===== config.mk =====
export PLATFORM = sky130hd
export DESIGN_NAME = fetch_unit
export DESIGN_NICKNAME = d
export VERILOG_FILES = /design/src/hdl/rv64_pkg.sv /design/src/hdl/fetch_unit.sv
export SDC_FILE = /design/constraint.sdc
export NUM_CORES = 1
export LEC_CHECK = 0
export BUFFER_PORTS_ARGS = -buffer_cell sky130_fd_sc_hd__buf_2
export CAP_MARGIN = 15
export CORE_UTILIZATION = 48
export DETAILED_ROUTE_END_ITERATION = 12
export GPL_ROUTABILITY_DRIVEN = 0
export PLACE_DENSITY_LB_ADDON = 0.05
export SYNTH_ARGS = -nofsm -noshare
export SYNTH_HDL_FRONTEND = slang
export SYNTH_SLANG_ARGS = --single-unit

===== constraint.sdc =====
create_clock -name clock -period 2 [get_ports clock]
set_clock_uncertainty 0.15 [all_clocks]
set_input_delay 0.2 -clock clock [delete_from_list [all_inputs] [get_ports clock]]
set_output_delay 0.2 -clock clock [all_outputs]
set_load 0.01 [all_outputs]

===== src/hdl/rv64_pkg.sv =====
`default_nettype none

package rv64_pkg;

    localparam int xlen        = 64;
    localparam int reg_index_w = 5;
    localparam int inst_w      = 32;

    // 512 doublewords, 4 KiB
    localparam int ram_depth_words = 512;
    localparam int ram_addr_w      = $clog2(ram_depth_words);

    localparam logic [xlen-1:0] pc_start = 64'h0;

    localparam logic [6:0] op_imm    = 7'h13;
    localparam logic [6:0] op_reg    = 7'h33;
    localparam logic [6:0] op_lui    = 7'h37;
    localparam logic [6:0] op_load   = 7'h03;
    localparam logic [6:0] op_store  = 7'h23;
    localparam logic [6:0] op_branch = 7'h63;
    localparam logic [6:0] op_jal    = 7'h6f;
    // custom opcode ending the program
    localparam logic [6:0] op_trap   = 7'h6b;

    typedef enum logic [3:0] {
        alu_add,
        alu_sub,
        alu_and,
        alu_or,
        alu_xor,
        alu_slt,
        alu_sltu,
        alu_sll,
        alu_srl,
        alu_sra
    } alu_op_e;

    typedef enum logic [1:0] {
        comp_eq,
        comp_ne,
        comp_lt,
        comp_ge
    } comp_type_e;

    typedef enum logic [1:0] {
        wb_alu,
        wb_load,
        wb_imm,
        wb_link
    } wb_sel_e;

endpackage

`default_nettype wire


===== src/hdl/fetch_unit.sv =====
`timescale 1ns/10ps
`default_nettype none

module fetch_unit import rv64_pkg::*; (
    input  wire logic            clock,
    input  wire logic            reset,
    input  wire logic            halt,
    input  wire logic            is_branch,
    input  wire logic            branch_taken,
    input  wire logic            is_jal,
    input  wire logic [xlen-1:0] target,
    output logic      [xlen-1:0] pc
);

    logic            redirect;
    logic [xlen-1:0] pc_next;

    assign redirect = is_jal | (is_branch & branch_taken);

    always_comb begin
        if (halt) begin
            pc_next = pc;
        end else if (redirect) begin
            pc_next = target;
        end else begin
            pc_next = pc + 64'd4;
        end
    end

    always_ff @(posedge clock) begin
        if (reset) begin
            pc <= pc_start;
        end else begin
            pc <= pc_next;
        end
    end

endmodule

`default_nettype wire


==> results.md <==
* Run status: finished, violations left
* Failing checks: hold timing, setup timing
* Aggregate global routing overflow at 0
* Relative contribution of sequential cells to total power at 40.3%
* PnR Total Power at 0.00365 W
* H-tree Lvls at 3
* Final Hold Viols at 1
* Leading cell types in the layout, fill and taps excluded: buf_2, buf_4, a21oi_1
* Total nets after synthesis at 680
* Synth area leaders: dfxtp_1, a21oi_1, nand2_1, and3_1, nand3_1
* Pre-antenna DRT Iters at 7
* Number of flops mapped to enable cells by yosys at 0
* Fmax at 0.468 GHz
* Buffers from clock root to sink, at most at 2
* TritonCTS clock tree: built
* Flop and latch count out of synthesis at 64
* Clock period minus final worst setup slack at 2140 ps
* Share of Yosys cell area claimed by the top area cell type at 28.5%
* Worst hold-check slack at -3.94 ps
* Die width at 98.8 um
* Count of max-cap constraint violations at 0
* Layout cell share with drive strength beyond 1 at 44.4%
* Number of antenna violations at the first check in global routing at 0
* Total cell area at the placement stage at 6160 sq um
* Via count of the first global-routing pass at 5773
* Number of inserted filler cells in the final layout at 648
* Maximum net fanout on the critical path at 5
* Clk network pwr share at 36.1%
* Max reg flops at 64
* Synth-to-layout area growth at 51.5%
* Share of synthesized area occupied by flip-flops and latches at 28.5%
* Clock transition at the registers of the reported paths at 70 ps
* Number of clock sinks seen by CTS at 64
* Final setup margin at -139 ps
* Detailed Route Iter0 Violations at 837
* Setup repair after global routing missed its margin: yes
* Skew-Pair Late Insertion Delay at 360 ps
* WL per Instance at 20.6 um
* ANT cells at 0
* Cell total after placement at 916
* Switching part of the total power at 31.2%
* Setup slack, reg-to-reg at -140 ps
* Cell Rows at 34
* Largest net degree at the start of global routing at 29
* Crit path DAT at 2280 ps
* Setup crit start kind: flip-flop
* Total area of multi-input combinational cells at 3230 sq um
* Area taken by flip-flops and latches at 1360 sq um
* Net switching power figure at 0.00114 W
* Headroom to the max-slew limit at 69.6%
* Actual transition at the worst max-transition pin at 455 ps
* DRC violations left at 0
* Remaining antenna violation count at 0
* Global-route wire length before repair at 29.3 mm
* Commonest non-fill, non-tap cell in the layout: buf_2
* Internal Pwr Total at 0.00251 W
* Total power density per cell area at 535 nW/um^2
* Final setup violation count at 17
* Total negative setup slack at -1100 ps
* Top flop regs: pc: 64 flops
* Y dimension of the die at 98.8 um
* Count of vias placed by the detailed router at 6484
* Leakage power of the design at 2.97 nW
* Core box area at 8890 sq um
* Synth warn at 0
* Combined area of all synthesized cells at 4500 sq um
* Part of the total power dissipated in combinational logic at 23.6%
* Root Driver: clkbuf_8
* Die ar. at 9760 sq um
* Detail-routed via count per cell at 6.77
* Max rail drop VDD at 0.313 mV
* Port bufs at 133
* Dpl hpwl at 13.5 mm
* Endpoint type of the worst setup path: flip-flop
* Library cell with the largest summed area after synthesis: dfxtp_1
* Post-placement worst setup slack at -68.7 ps
* Data required time of the critical path at 2140 ps
* Total I/O pin count at 134
* Net count reported at finish at 917
* Post-synthesis async set-or-reset flop share at 0%
* Number of standard cells in the layout, taps in and fillers out at 958
* Final wirelength at 19.8 mm
* Per-instance average area after synthesis at 7.39 sq um
* Cell area after layout at 6820 sq um
* CP Class: flip-flop to flip-flop
* Kind of path behind the tightest hold check: input port to flip-flop
* Post-Synthesis Cells at 609
* Final slew viol count at 0
* TritonCTS buffer count at 9
* Number of distinct standard cells referenced by the synthesized netlist at 64
* Global-route total usage across every layer at 38.0%
* Initial Utilization at 50.6%
* Largest register by flop count: pc
* Top flip-flop cell by instance count after synthesis: dfxtp_1
* Period utilisation layout at 107%
[power groups by stage]
stage | Sequential, W | Combinational, W | Clock (W)
global placement | 0.00148 | 0.000791 | 0
CTS | 0.00146 | 0.000821 | 0.00130
global route | 0.00148 | 0.000923 | 0.00136
floorplan | 0.00154 | 0.000347 | 0
detailed placement | 0.00149 | 0.000810 | 0
finish | 0.00147 | 0.000861 | 0.00132
[worst paths after layout]
check	depth (start not counted)	to	from
setup / recovery	6	pc[49]$_SDFFE_PP0N_	pc[4]$_SDFFE_PP0N_
hold / removal	3	pc[50]$_SDFFE_PP0N_	target[50]
setup reg to reg	6	pc[49]$_SDFFE_PP0N_	pc[4]$_SDFFE_PP0N_
hold reg to reg	2	pc[1]$_SDFFE_PP0P_	pc[1]$_SDFFE_PP0P_
[per-layer routing]
metal | up-vias | GRT usage (%) | share of wire (%)
met5 | - | 0 | 0
met4 | 0 | 14.0 | 3.3
met3 | 83 | 8.51 | 12
met2 | 519 | 59.4 | 46
met1 | 3002 | 51.3 | 39
li1 | 2880 | - | -
[metrics by stage]
stage          util, %  hold slack [ps]
3_3_place_gp      69.3              291
5_1_grt           76.7             27.7
3_5_place_dp      69.3              298
6_report          76.7            -3.94
2_1_floorplan        -              186
4_1_cts           73.1             5.25
[Yosys cell counts, types with 13 or more instances]
cell type	number
nand4_1	27
clkbuf_1	41
nor3_1	17
a31oi_1	22
nand3_1	34
dfxtp_1	64
or4_1	13
o211ai_1	17
a21oi_1	60
and3_1	31
nor2_1	39
o21ai_0	13
nand2_1	58
or3_1	18
[logic make-up (layout without fill, tap and decap cells)]
logic type	count (synthesis)	count (layout)	share of synthesized area, %
DFF	64	64	28.5
adders and majority gates	1	1	0.278
and+or+nand+nor	290	290	36.7
buffers and inverters	61	302	5.23
AOI/OAI and AO/OA	189	189	28.4
muxes	4	4	0.918
[final cells by class]
cell class / count / area share (%)
clock buffer: 12 / 2.28
clock inverter: 3 / 0.954
inverter: 9 / 0.496
multi-input combinational: 484 / 47.4
sequential: 64 / 19.9
tap: 108 / 1.98
timing repair buffer: 278 / 26.9
[what timing repair did]
action,4_1_cts,5_1_grt
setup buffers,6,17
endpoints found under the setup margin,11,33
cloned,0,1
resized for setup,9,47
hold buffers,3,0
pin swaps,7,34
hold endpoints to repair,3,0
[critical path, cell delays in order, from the launching register on]
cell and delay (ps):
dfxtp_2 370, nand4_1 240, nor3_4 340, buf_6 160, nand4_1 150, or4_1 540
a31oi_1 130
Power figures use the tool's default switching activity.
