**src/hdl/rv64_pkg.sv**
```systemverilog
`default_nettype none

package rv64_pkg;

    localparam int xlen        = 64;
    localparam int reg_index_w = 5;
    localparam int inst_w      = 32;

    // 512 doublewords, 4 KiB
    localparam int ram_depth_words = 512;
    localparam int ram_addr_w      = $clog2(ram_depth_words);

    localparam logic [xlen-1:0] pc_start = 64'h0;

    localparam logic [6:0] op_imm    = 7'h13;
    localparam logic [6:0] op_reg    = 7'h33;
    localparam logic [6:0] op_lui    = 7'h37;
    localparam logic [6:0] op_load   = 7'h03;
    localparam logic [6:0] op_store  = 7'h23;
    localparam logic [6:0] op_branch = 7'h63;
    localparam logic [6:0] op_jal    = 7'h6f;
    // custom opcode ending the program
    localparam logic [6:0] op_trap   = 7'h6b;

    typedef enum logic [3:0] {
        alu_add,
        alu_sub,
        alu_and,
        alu_or,
        alu_xor,
        alu_slt,
        alu_sltu,
        alu_sll,
        alu_srl,
        alu_sra
    } alu_op_e;

    typedef enum logic [1:0] {
        comp_eq,
        comp_ne,
        comp_lt,
        comp_ge
    } comp_type_e;

    typedef enum logic [1:0] {
        wb_alu,
        wb_load,
        wb_imm,
        wb_link
    } wb_sel_e;

endpackage

`default_nettype wire

```
**src/hdl/regfile.sv**
```systemverilog
`timescale 1ns/10ps
`default_nettype none

module regfile import rv64_pkg::*; (
    input  wire logic                   clock,
    input  wire logic                   reset,
    input  wire logic                   rd_en,
    input  wire logic [reg_index_w-1:0] rd_index,
    input  wire logic [xlen-1:0]        rd_data,
    input  wire logic [reg_index_w-1:0] rs1_index,
    input  wire logic [reg_index_w-1:0] rs2_index,
    output logic      [xlen-1:0]        rs1_data,
    output logic      [xlen-1:0]        rs2_data
);

    logic [xlen-1:0] regs [32];

    always_ff @(posedge clock) begin
        if (reset) begin
            for (int i = 0; i < 32; i++) begin
                regs[i] <= '0;
            end
        end else if (rd_en && (rd_index != '0)) begin
            regs[rd_index] <= rd_data;
        end
    end

    // x0 reads as zero regardless of contents
    assign rs1_data = (rs1_index == '0) ? '0 : regs[rs1_index];
    assign rs2_data = (rs2_index == '0) ? '0 : regs[rs2_index];

endmodule

`default_nettype wire

```
**config.mk**
```make
export PLATFORM = sky130hd
export DESIGN_NAME = regfile
export DESIGN_NICKNAME = d
export VERILOG_FILES = /design/src/hdl/rv64_pkg.sv /design/src/hdl/regfile.sv
export SDC_FILE = /design/constraint.sdc
export NUM_CORES = 2
export LEC_CHECK = 0
export BUFFER_PORTS_ARGS = -buffer_cell sky130_fd_sc_hd__buf_2
export CAP_MARGIN = 0
export CORE_UTILIZATION = 35
export CTS_CLUSTER_DIAMETER = 50
export DETAILED_ROUTE_END_ITERATION = 7
export PLACE_DENSITY = 0.5
export SLEW_MARGIN = 15
export SYNTH_ARGS = -nofsm -noshare
export SYNTH_HDL_FRONTEND = slang
export SYNTH_SLANG_ARGS = --single-unit
```
**constraint.sdc**
```tcl
create_clock -name clock -period 3.5 [get_ports clock]
set_clock_uncertainty 0.05 [all_clocks]
set_input_delay 0.35 -clock clock [delete_from_list [all_inputs] [get_ports clock]]
set_output_delay 0.35 -clock clock [all_outputs]
set_load 0.02 [all_outputs]
```
==> key figures <==
Timing
  – Setup TNS Final: 0 ns
  – Final Hold Fails: 0
  – Hold Slack: 0.0424 ns
  – Final worst path period need: between 3 and 4 ns
  – RSZ-0062 raised after global routing: false
  – Number of setup violations in the final report: 0
  – Slew Limit Headroom: around a quarter
  – Fin. max-slew vios: 0
  – Least-Margin Pin Slew: ~1.1 ns
  – Fmax: 0.289 GHz
  – Final Cycle Share: a little over nine tenths

Synth
  – Sequential area share after synthesis: between 50% and 60%
  – Most frequent cell after synthesis: edfxtp_1
  – Share of synthesized flip-flops with an asynchronous set or reset: 0%
  – Largest cells by area after synthesis: edfxtp_1 (57%), mux4_2 (19%), and2_1 (11%)
  – Post-synth top flop: edfxtp_1
  – Synth top area share: between 50 and 60%
  – Commonest cells post-synth: edfxtp_1 (2048), and2_1 (1986), mux4_2 (906)
  – Synth cell types: 44
  – Ys Warns: 0
  – Cells after Synth: between 7000 and 8000
  – Syn Area/Cell: between 15 and 20 um2
  – Seq cells post-synth: approximately 2000
  – Mapped Area: between 100000 and 150000 um2
  – EDFF count, synth: a little over 2000
  – Post-synth top area cell: edfxtp_1

GRT
  – Largest net degree at the start of global routing: 73
  – Layer with the highest usage: met2
  – Total track usage: 29.9%
  – Vias in the first global route: approximately 70000
  – GRT overflow: 0
  – GRT met3 Usage: under 10%
  – Global-route wire length before repair: approximately 630 mm
  – GR Util met1: 39.5%
  – Antenna violations before repair: roughly 90
  – Met2 Resource Use GR: 47.0%

Finish
  – Final Util: 41.1%
  – Finished Cell Area: between 100000 and 150000 um2
  – Biggest regs: regs x2048
  – Top reg by flops: regs
  – Area Growth Syn to Fin: 16.5%
  – Max reg flops: about 2000
  – Layout cells sized above 1: around 29%
  – Fin nets: approximately 7300

Clock network
  – Postcts setup bufs: 0
  – Num CTS Buffers: 273
  – # clock sinks: 2048
  – CTS root buffer: clkbuf_16
  – TritonCTS clock tree: yes
  – Worst-case clock buffer depth: 4
  – H-tree depth: 5
  – Clock-pin slew on the worst setup and hold paths: about 0.060 ns

Critical path
  – Critical path required time: 3.10 ns
  – Path type of the worst setup path: reg2out
  – Worst endpoint data arrival time: 3.06 ns
  – Crit. End Element: primary output
  – Crit-path max FO: 2
  – Worst Setup Start Kind: flop

Hold path
  – Min-delay worst type: in2reg

Place
  – Placed Area: 117000 um2
  – GP Congestion: 0.837
  – DP HPWL: 264 mm
  – PortBufs: 209

Power
  – PD cells: between 500 and 600 nW/um2
  – Pleak: 43.9 nW
  – VDD IR-drop max: about 390 uV

Routing
  – Total wire length: roughly 470 mm
  – Post-DRT Antenna Nets: 0
  – Average wire per standard cell: 40.6 um
  – TritonRoute pass-1 iters: 8
  – Drt drc: 0
  – Via/cell ratio: 6.19
  – Vias post-DR: 71600
  – Starting DRC count in detailed routing: 11000

Die
  – Core area: approximately 310000 um2
  – Initial Util: a little over a third
  – Std-Cell Rows: between 200 and 250
  – Die width: 558 um
  – I/O pins: between 200 and 250
  – Die H: 558 um
  – DIE AREA: 312000 um2

Run
  – Max-Cap Viols: 0

Run status
  – Status: finished, final reports clean
-- where the power goes --
part / leakage (nW) / internal, mW / switching, mW
combinational: 20.2 / 3.34 / 5.25
clock: 4.18 / 16.3 / 11.4
sequential: 19.5 / 28.3 / 0.681
-- path summary, 6_finish.rpt --
check	start	to	slack [ns]	depth (start not counted)
worst max-delay path	regs[14][3]	rs1_data[3]	0.04	7
worst min-delay path	rd_data[62]	regs[25][62]	0.04	2
-- cells by family after synthesis --
family | Yosys count | share of synthesized area (%)
mux | 1391 | 23.5
other cells | 1 | 0.00346
simple gates | 2284 | 12.8
compound gates | 539 | 3.75
buf+inv | 792 | 3.17
flops | 2048 | 56.8
-- worst max-delay path, cell delays in order (launching register included) --
cell,delay [ns]
edfxtp_1,0.41
mux4_2,0.50
mux2_2,0.31
a211oi_4,0.28
buf_4,0.20
a221oi_1,0.06
buf_4,0.23
buf_2,0.17
-- cells in the final DEF, fill, tap and decap left out, types with 21 or more instances in the layout --
master | Yosys | final
clkbuf_1 | 575 | 43
edfxtp_1 | 2048 | 2048
nor2_4 | 0 | 37
nand3_1 | 22 | 21
o211ai_1 | 30 | 30
a21o_1 | 42 | 42
buf_12 | 0 | 191
o22ai_1 | 100 | 100
clkbuf_16 | 0 | 279
a22oi_1 | 74 | 74
mux2_2 | 122 | 122
mux2i_1 | 363 | 363
mux4_2 | 906 | 906
and3_1 | 31 | 31
or2_4 | 0 | 32
bufinv_16 | 0 | 22
a32oi_1 | 30 | 30
and2_1 | 1986 | 1985
a22o_1 | 30 | 30
buf_2 | 107 | 199
clkinv_2 | 0 | 30
clkinv_1 | 1 | 44
conb_1 | 1 | 64
a21oi_1 | 49 | 49
a221oi_1 | 58 | 57
o221ai_1 | 54 | 53
o2111ai_1 | 30 | 30
nand2_1 | 108 | 105
diode_2 | 0 | 52
buf_4 | 36 | 225
-- layout make-up --
type / instances / area [um2]
Clock inverter: 155 / 1510
Tap cell: 4100 / 5130
Antenna cell: 52 / 130
Multi-Input combinational cell: 4278 / 44100
Timing Repair Buffer: 625 / 6640
Inverter: 2 / 10.0
Fill cell: 27600 / 181000
Sequential cell: 2048 / 61500
Clock buffer: 322 / 7140
-- metal layers --
| layer | share of wire (%) | wire [um] | vias up |
|---|---|---|---|
| met2 | 46 | 216000 | 4817 |
| met3 | 11 | 53200 | 902 |
| met5 | 0.057 | 269 | - |
| met4 | 4.5 | 21000 | 32 |
| li1 | - | - | 27700 |
| met1 | 38 | 180000 | 38200 |
-- stage by stage --
stage	std cells	setup slack, ns	power (mW)
finish	11600	0.0354	65.3
global route	11500	0.0149	66.8
CTS	11500	0.00518	65.4
floorplan	7118	0.605	33.9
detailed placement	11100	-0.117	37.9
global placement	11100	-0.179	37.8
-- what timing repair did --
item,CTS,global route
hold buffers,3,0
resized for setup,7,9
pin swaps,0,1
hold endpoints to repair,32,0
setup endpoints to repair,6,8
Power figures use the tool's default switching activity.
