### src/hdl/rv64_pkg.sv
`default_nettype none

package rv64_pkg;

    localparam int xlen        = 64;
    localparam int reg_index_w = 5;
    localparam int inst_w      = 32;

    // 512 doublewords, 4 KiB
    localparam int ram_depth_words = 512;
    localparam int ram_addr_w      = $clog2(ram_depth_words);

    localparam logic [xlen-1:0] pc_start = 64'h0;

    localparam logic [6:0] op_imm    = 7'h13;
    localparam logic [6:0] op_reg    = 7'h33;
    localparam logic [6:0] op_lui    = 7'h37;
    localparam logic [6:0] op_load   = 7'h03;
    localparam logic [6:0] op_store  = 7'h23;
    localparam logic [6:0] op_branch = 7'h63;
    localparam logic [6:0] op_jal    = 7'h6f;
    // custom opcode ending the program
    localparam logic [6:0] op_trap   = 7'h6b;

    typedef enum logic [3:0] {
        alu_add,
        alu_sub,
        alu_and,
        alu_or,
        alu_xor,
        alu_slt,
        alu_sltu,
        alu_sll,
        alu_srl,
        alu_sra
    } alu_op_e;

    typedef enum logic [1:0] {
        comp_eq,
        comp_ne,
        comp_lt,
        comp_ge
    } comp_type_e;

    typedef enum logic [1:0] {
        wb_alu,
        wb_load,
        wb_imm,
        wb_link
    } wb_sel_e;

endpackage

`default_nettype wire

### src/hdl/exec_ctrl_if.sv
`timescale 1ns/10ps
`default_nettype none

interface exec_ctrl_if import rv64_pkg::*; ();

    alu_op_e         alu_op;
    logic            alu_src_pc;
    logic            alu_src_imm;
    comp_type_e      comp_type;
    // shift amount from the immediate instead of rs2
    logic            shift_imm_sel;
    logic [xlen-1:0] imm;

    modport decoder_mp (
        output alu_op,
        output alu_src_pc,
        output alu_src_imm,
        output comp_type,
        output shift_imm_sel,
        output imm
    );

    modport execute_mp (
        input alu_op,
        input alu_src_pc,
        input alu_src_imm,
        input comp_type,
        input shift_imm_sel,
        input imm
    );

endinterface

`default_nettype wire

### src/hdl/decoder.sv
`timescale 1ns/10ps
`default_nettype none

module decoder import rv64_pkg::*; (
    input  wire logic [inst_w-1:0]      inst,
    output logic      [reg_index_w-1:0] rs1_index,
    output logic      [reg_index_w-1:0] rs2_index,
    output logic      [reg_index_w-1:0] rd_index,
    output logic                        rd_en,
    output logic                        mem_read,
    output logic                        mem_write,
    output wb_sel_e                     wb_sel,
    output logic                        is_branch,
    output logic                        is_jal,
    output logic                        is_trap,
    exec_ctrl_if.decoder_mp             ctrl
);

    logic [6:0]      opcode;
    logic [2:0]      funct3;
    logic [6:0]      funct7;
    logic [xlen-1:0] imm_i;
    logic [xlen-1:0] imm_s;
    logic [xlen-1:0] imm_b;
    logic [xlen-1:0] imm_u;
    logic [xlen-1:0] imm_j;

    assign opcode = inst[6:0];
    assign funct3 = inst[14:12];
    assign funct7 = inst[31:25];

    assign imm_i = {{52{inst[31]}}, inst[31:20]};
    assign imm_s = {{52{inst[31]}}, inst[31:25], inst[11:7]};
    assign imm_b = {{51{inst[31]}}, inst[31], inst[7], inst[30:25], inst[11:8], 1'b0};
    assign imm_u = {{32{inst[31]}}, inst[31:12], 12'h000};
    assign imm_j = {{43{inst[31]}}, inst[31], inst[19:12], inst[20], inst[30:21], 1'b0};

    always_comb begin
        rs1_index          = inst[19:15];
        rs2_index          = inst[24:20];
        rd_index           = inst[11:7];
        rd_en              = 1'b0;
        mem_read           = 1'b0;
        mem_write          = 1'b0;
        wb_sel             = wb_alu;
        is_branch          = 1'b0;
        is_jal             = 1'b0;
        is_trap            = 1'b0;
        ctrl.alu_op        = alu_add;
        ctrl.alu_src_pc    = 1'b0;
        ctrl.alu_src_imm   = 1'b0;
        ctrl.comp_type     = comp_eq;
        ctrl.shift_imm_sel = 1'b0;
        ctrl.imm           = '0;

        case (opcode)
            op_imm: begin
                ctrl.imm         = imm_i;
                ctrl.alu_src_imm = 1'b1;
                case (funct3)
                    3'b000: begin
                        rd_en = 1'b1;
                    end
                    3'b001: begin
                        // 6-bit shamt, funct6 in inst[31:26]
                        ctrl.alu_op        = alu_sll;
                        ctrl.shift_imm_sel = 1'b1;
                        rd_en              = (inst[31:26] == 6'b000000);
                    end
                    3'b101: begin
                        ctrl.alu_op        = inst[30] ? alu_sra : alu_srl;
                        ctrl.shift_imm_sel = 1'b1;
                        rd_en              = (inst[31] == 1'b0) && (inst[29:26] == 4'b0000);
                    end
                    default: ;
                endcase
            end
            op_reg: begin
                rd_en = 1'b1;
                case ({funct7, funct3})
                    {7'h00, 3'b000}: ctrl.alu_op = alu_add;
                    {7'h20, 3'b000}: ctrl.alu_op = alu_sub;
                    {7'h00, 3'b001}: ctrl.alu_op = alu_sll;
                    {7'h00, 3'b010}: ctrl.alu_op = alu_slt;
                    {7'h00, 3'b011}: ctrl.alu_op = alu_sltu;
                    {7'h00, 3'b100}: ctrl.alu_op = alu_xor;
                    {7'h00, 3'b101}: ctrl.alu_op = alu_srl;
                    {7'h20, 3'b101}: ctrl.alu_op = alu_sra;
                    {7'h00, 3'b110}: ctrl.alu_op = alu_or;
                    {7'h00, 3'b111}: ctrl.alu_op = alu_and;
                    default:         rd_en       = 1'b0;
                endcase
            end
            op_lui: begin
                ctrl.imm = imm_u;
                wb_sel   = wb_imm;
                rd_en    = 1'b1;
            end
            op_load: begin
                // ld only
                ctrl.imm         = imm_i;
                ctrl.alu_src_imm = 1'b1;
                wb_sel           = wb_load;
                mem_read         = (funct3 == 3'b011);
                rd_en            = (funct3 == 3'b011);
            end
            op_store: begin
                ctrl.imm         = imm_s;
                ctrl.alu_src_imm = 1'b1;
                mem_write        = (funct3 == 3'b011);
            end
            op_branch: begin
                // alu forms the target, comparator decides
                ctrl.imm         = imm_b;
                ctrl.alu_src_pc  = 1'b1;
                ctrl.alu_src_imm = 1'b1;
                is_branch        = 1'b1;
                case (funct3)
                    3'b000:  ctrl.comp_type = comp_eq;
                    3'b001:  ctrl.comp_type = comp_ne;
                    3'b100:  ctrl.comp_type = comp_lt;
                    3'b101:  ctrl.comp_type = comp_ge;
                    default: is_branch      = 1'b0;
                endcase
            end
            op_jal: begin
                ctrl.imm         = imm_j;
                ctrl.alu_src_pc  = 1'b1;
                ctrl.alu_src_imm = 1'b1;
                is_jal           = 1'b1;
                wb_sel           = wb_link;
                rd_en            = 1'b1;
            end
            op_trap: begin
                // read a0 so the top can latch the exit code
                is_trap   = 1'b1;
                rs1_index = 5'd10;
            end
            default: ;
        endcase

        if (rd_index == '0) begin
            rd_en = 1'b0;
        end
    end

endmodule

`default_nettype wire

### src/flat_wrapper.sv
// flat-port wrapper written by rule: the top's interface ports become plain ports
module decoder_flat import rv64_pkg::*;
  (inst, rs1_index, rs2_index, rd_index, rd_en, mem_read, mem_write, wb_sel, is_branch, is_jal, is_trap, ctrl_alu_op, ctrl_alu_src_pc, ctrl_alu_src_imm, ctrl_comp_type, ctrl_shift_imm_sel, ctrl_imm);
  exec_ctrl_if ctrl_i ();
  input  wire logic [inst_w-1:0] inst;
  output logic      [reg_index_w-1:0] rs1_index;
  output logic      [reg_index_w-1:0] rs2_index;
  output logic      [reg_index_w-1:0] rd_index;
  output logic rd_en;
  output logic mem_read;
  output logic mem_write;
  output wb_sel_e wb_sel;
  output logic is_branch;
  output logic is_jal;
  output logic is_trap;
  output wire logic [$bits(ctrl_i.alu_op)-1:0] ctrl_alu_op;
  output wire logic [$bits(ctrl_i.alu_src_pc)-1:0] ctrl_alu_src_pc;
  output wire logic [$bits(ctrl_i.alu_src_imm)-1:0] ctrl_alu_src_imm;
  output wire logic [$bits(ctrl_i.comp_type)-1:0] ctrl_comp_type;
  output wire logic [$bits(ctrl_i.shift_imm_sel)-1:0] ctrl_shift_imm_sel;
  output wire logic [$bits(ctrl_i.imm)-1:0] ctrl_imm;
  assign ctrl_alu_op = ctrl_i.alu_op;
  assign ctrl_alu_src_pc = ctrl_i.alu_src_pc;
  assign ctrl_alu_src_imm = ctrl_i.alu_src_imm;
  assign ctrl_comp_type = ctrl_i.comp_type;
  assign ctrl_shift_imm_sel = ctrl_i.shift_imm_sel;
  assign ctrl_imm = ctrl_i.imm;
  decoder u_core (.inst(inst), .rs1_index(rs1_index), .rs2_index(rs2_index), .rd_index(rd_index), .rd_en(rd_en), .mem_read(mem_read), .mem_write(mem_write), .wb_sel(wb_sel), .is_branch(is_branch), .is_jal(is_jal), .is_trap(is_trap), .ctrl(ctrl_i));
endmodule
### config.mk
export PLATFORM = sky130hd
export DESIGN_NAME = decoder_flat
export DESIGN_NICKNAME = d
export VERILOG_FILES = /design/src/hdl/rv64_pkg.sv /design/src/hdl/exec_ctrl_if.sv /design/src/hdl/decoder.sv /design/src/flat_wrapper.sv
export SDC_FILE = /design/constraint.sdc
export NUM_CORES = 1
export LEC_CHECK = 0
export BUFFER_PORTS_ARGS = -buffer_cell sky130_fd_sc_hd__buf_2
export CAP_MARGIN = 20
export CORE_AREA = 2 2 56 58
export DETAILED_ROUTE_END_ITERATION = 8
export DIE_AREA = 0 0 58 60
export PLACE_DENSITY_LB_ADDON = 0.3
export SLEW_MARGIN = 25
export SYNTH_ARGS = -nofsm -noshare
export SYNTH_HDL_FRONTEND = slang
export SYNTH_SLANG_ARGS = --single-unit
### constraint.sdc
create_clock -name vclk -period 5.1
set_input_delay 0.255 -clock vclk [all_inputs]
set_output_delay 0.255 -clock vclk [all_outputs]
set_load 0.01 [all_outputs]
==> impl_results.md <==
* Period utilisation layout at 50.0%
* Total track usage at 14.6%
* PostCTS Resize Cnt at 0
* Slew HR at 47.9%
* Row count at 20
* Share of cells above drive strength 1 at 57.3%
* Clk network pwr share at 0%
* Psw at 0.0377 mW
* Mapped Cells at 159
* Slowest stage delay, CP at 710 ps
* Worst Path Arrival at 2300 ps
* Pwr Total at 0.0666 mW
* GR Util met2 at 26.6%
* Die area at 3480 µm²
* First-pass iteration count of the detailed router at 4
* Starting density of the core at 35.6%
* Required @ worst endpoint at 4850 ps
* Setup WS pre-CTS at 2530 ps
* Antenna cell count at 0
* Min-Delay Path Class: input port to output port
* First-pass GRT wire length at 4230 µm
* Synth warnings at 0
* Worst Setup End Kind: output port
* Seq/Total Area, Yosys at 0%
* Synth area leader: buf_4
* Max_cap viols at 0
* PwrDens at 48.4 nW/µm²
* Crit Path Category: input port to output port
* Largest net degree at the start of global routing at 34
* Final Critical Period at 2550 ps
* Post-DP HPWL at 2580 µm
* Seq_cells at 0
* Final hold violations at 0
* Final nets at 273
* Vias in the first global route at 957
* Critical path depth at 5
* Highest clock rate at 0.392 GHz
* Initial antenna violation count at 0
* Cell family contributing the most delay on the critical path: simple AND/OR/NAND/NOR gates
* Core Region at 2900 µm²
* Vias per cell at 4.89
* Post-synth top cells: 42 x buf_4, 25 x nand2_1, 11 x nor2b_1
* Status: finished clean
* Post-synth top area share at 30.5%
* Layout area overhead at 33.3%
* Number of clock buffers in the layout at 0
* GRT busiest layer: met2
* Internal power at 0.0290 mW
* Die Wd at 58 µm
* IR drop worst, VDD at 24.6 µV
* Gpl congestion at 0.862
* CP most frequent cell: buf_2
* Netlist cell types at 41
* Worst-Margin Slew at 781 ps
* DRC violations left at 0
* Slowest library cell on the worst path: o31a_1
* RSZ-0062 raised after global routing: no
* Critical Path End: ctrl_imm[46]
* Worst-path fanout max at 33
* Routed WL at 3140 µm
* Buffers on Ports at 128
* Switching Share at 56.5%
* Sequential fraction of design power at 0%
* Sequential cell area at 0 µm²
* Met1 Use GR at 19.6%
* Startpoint Class: input port
* Count leader, synth: buf_4
* Post-layout util at 47.4%
* Top post-synthesis cells by area: buf_4 31%, nand2_1 9.1%, nor2b_1 6.7%, a21o_1 5.8%, a22o_1 5.1%
* Met3 usage at 1.95%
* Max-slew violation count at 0
* 1st-iter DRT viols at 65
* Vias at 1,330
* Cell Area, Synth at 1030 µm²
* Leakage at 0.979 nW
* Comb pwr share at 100.0%
* Setup TNS at 0 ps
* I/O pin cnt at 128
* Setup crit start: inst[6]
* Syn_nets at 191
* CP cell instances: buf_2 > nand4bb_1 > nor2_1 > o31a_1 > buf_2
* Routed wire length per instance at 11.6 µm
* Grt ovf at 0
* Worst path bufs/invs at 2
* Final setup margin at 2550 ps
* Die height at 60 µm
* Postcts setup bufs at 0
* Detail Route Antenna Nets at 0
* # hold bufs at CTS at 0
* Syn_area_per_cell at 6.49 µm²
* Setup violators final at 0
[cells by family (layout without fill, tap and decap cells)]
logic type / count (synthesis) / count (layout) / share of synthesized area, %
buffers and inverters: 51 / 131 / 33.8
muxes: 1 / 1 / 1.09
AOI/OAI and AO/OA: 34 / 34 / 23.5
and+or+nand+nor: 72 / 72 / 40.7
xor gates and xnor gates: 1 / 1 / 0.849
[worst min path at each step]
| stage | startpoint | endpoint | slack, ps | cells after the start |
|---|---|---|---|---|
| global placement | inst[10] | rd_index[3] | 720 | 2 |
| finish | inst[10] | rd_index[3] | 720 | 2 |
| floorplan | inst[4] | mem_read | 570 | 1 |
| global route | inst[9] | rd_index[2] | 740 | 2 |
| CTS | inst[10] | rd_index[3] | 720 | 2 |
| detailed placement | inst[10] | rd_index[3] | 720 | 2 |
[per-stage QoR]
step                      area (µm²)  hold slack (ps)  cells
after floorplan                 1030              572    159
after global placement          1380              725    272
after detailed placement        1380              723    272
after CTS                       1380              724    272
after global routing            1380              740    272
final                           1380              723    272
[cell usage in the layout, fill, tap and decap left out, types with 2 or more instances in the layout]
cell type | Yosys | layout
a21o_1 | 8 | 8
a21oi_1 | 4 | 4
a22o_1 | 6 | 6
buf_2 | 0 | 128
inv_1 | 3 | 3
nand2_1 | 25 | 25
nand2b_1 | 2 | 2
nand3_1 | 3 | 3
nand3b_1 | 2 | 2
nor2_1 | 9 | 9
nor2b_1 | 11 | 11
nor3b_1 | 3 | 3
nor4_1 | 2 | 2
o21ai_0 | 5 | 5
o21ai_1 | 2 | 2
or2_2 | 2 | 2
[power groups by stage]
stage	registers [mW]	logic, mW	clock network [mW]
6_report	0	0.0666	0
3_3_place_gp	0	0.0662	0
5_1_grt	0	0.0729	0
4_1_cts	0	0.0669	0
2_1_floorplan	0	0.0427	0
3_5_place_dp	0	0.0667	0
[routing by layer]
layer  wire (µm)  vias to the layer above
li1            -                      679
met1        1280                      574
met2        1480                       77
met3         391                        0
met4           0                        0
met5           0                        -
[area by class of cell]
cell class                 count  area (µm²)
fill                         349        1530
inverter                       3        11.3
multi-input combinational    108         683
tap                           33        41.3
timing repair buffer         128         641
Note: power is estimated with default switching activity, not from simulation.
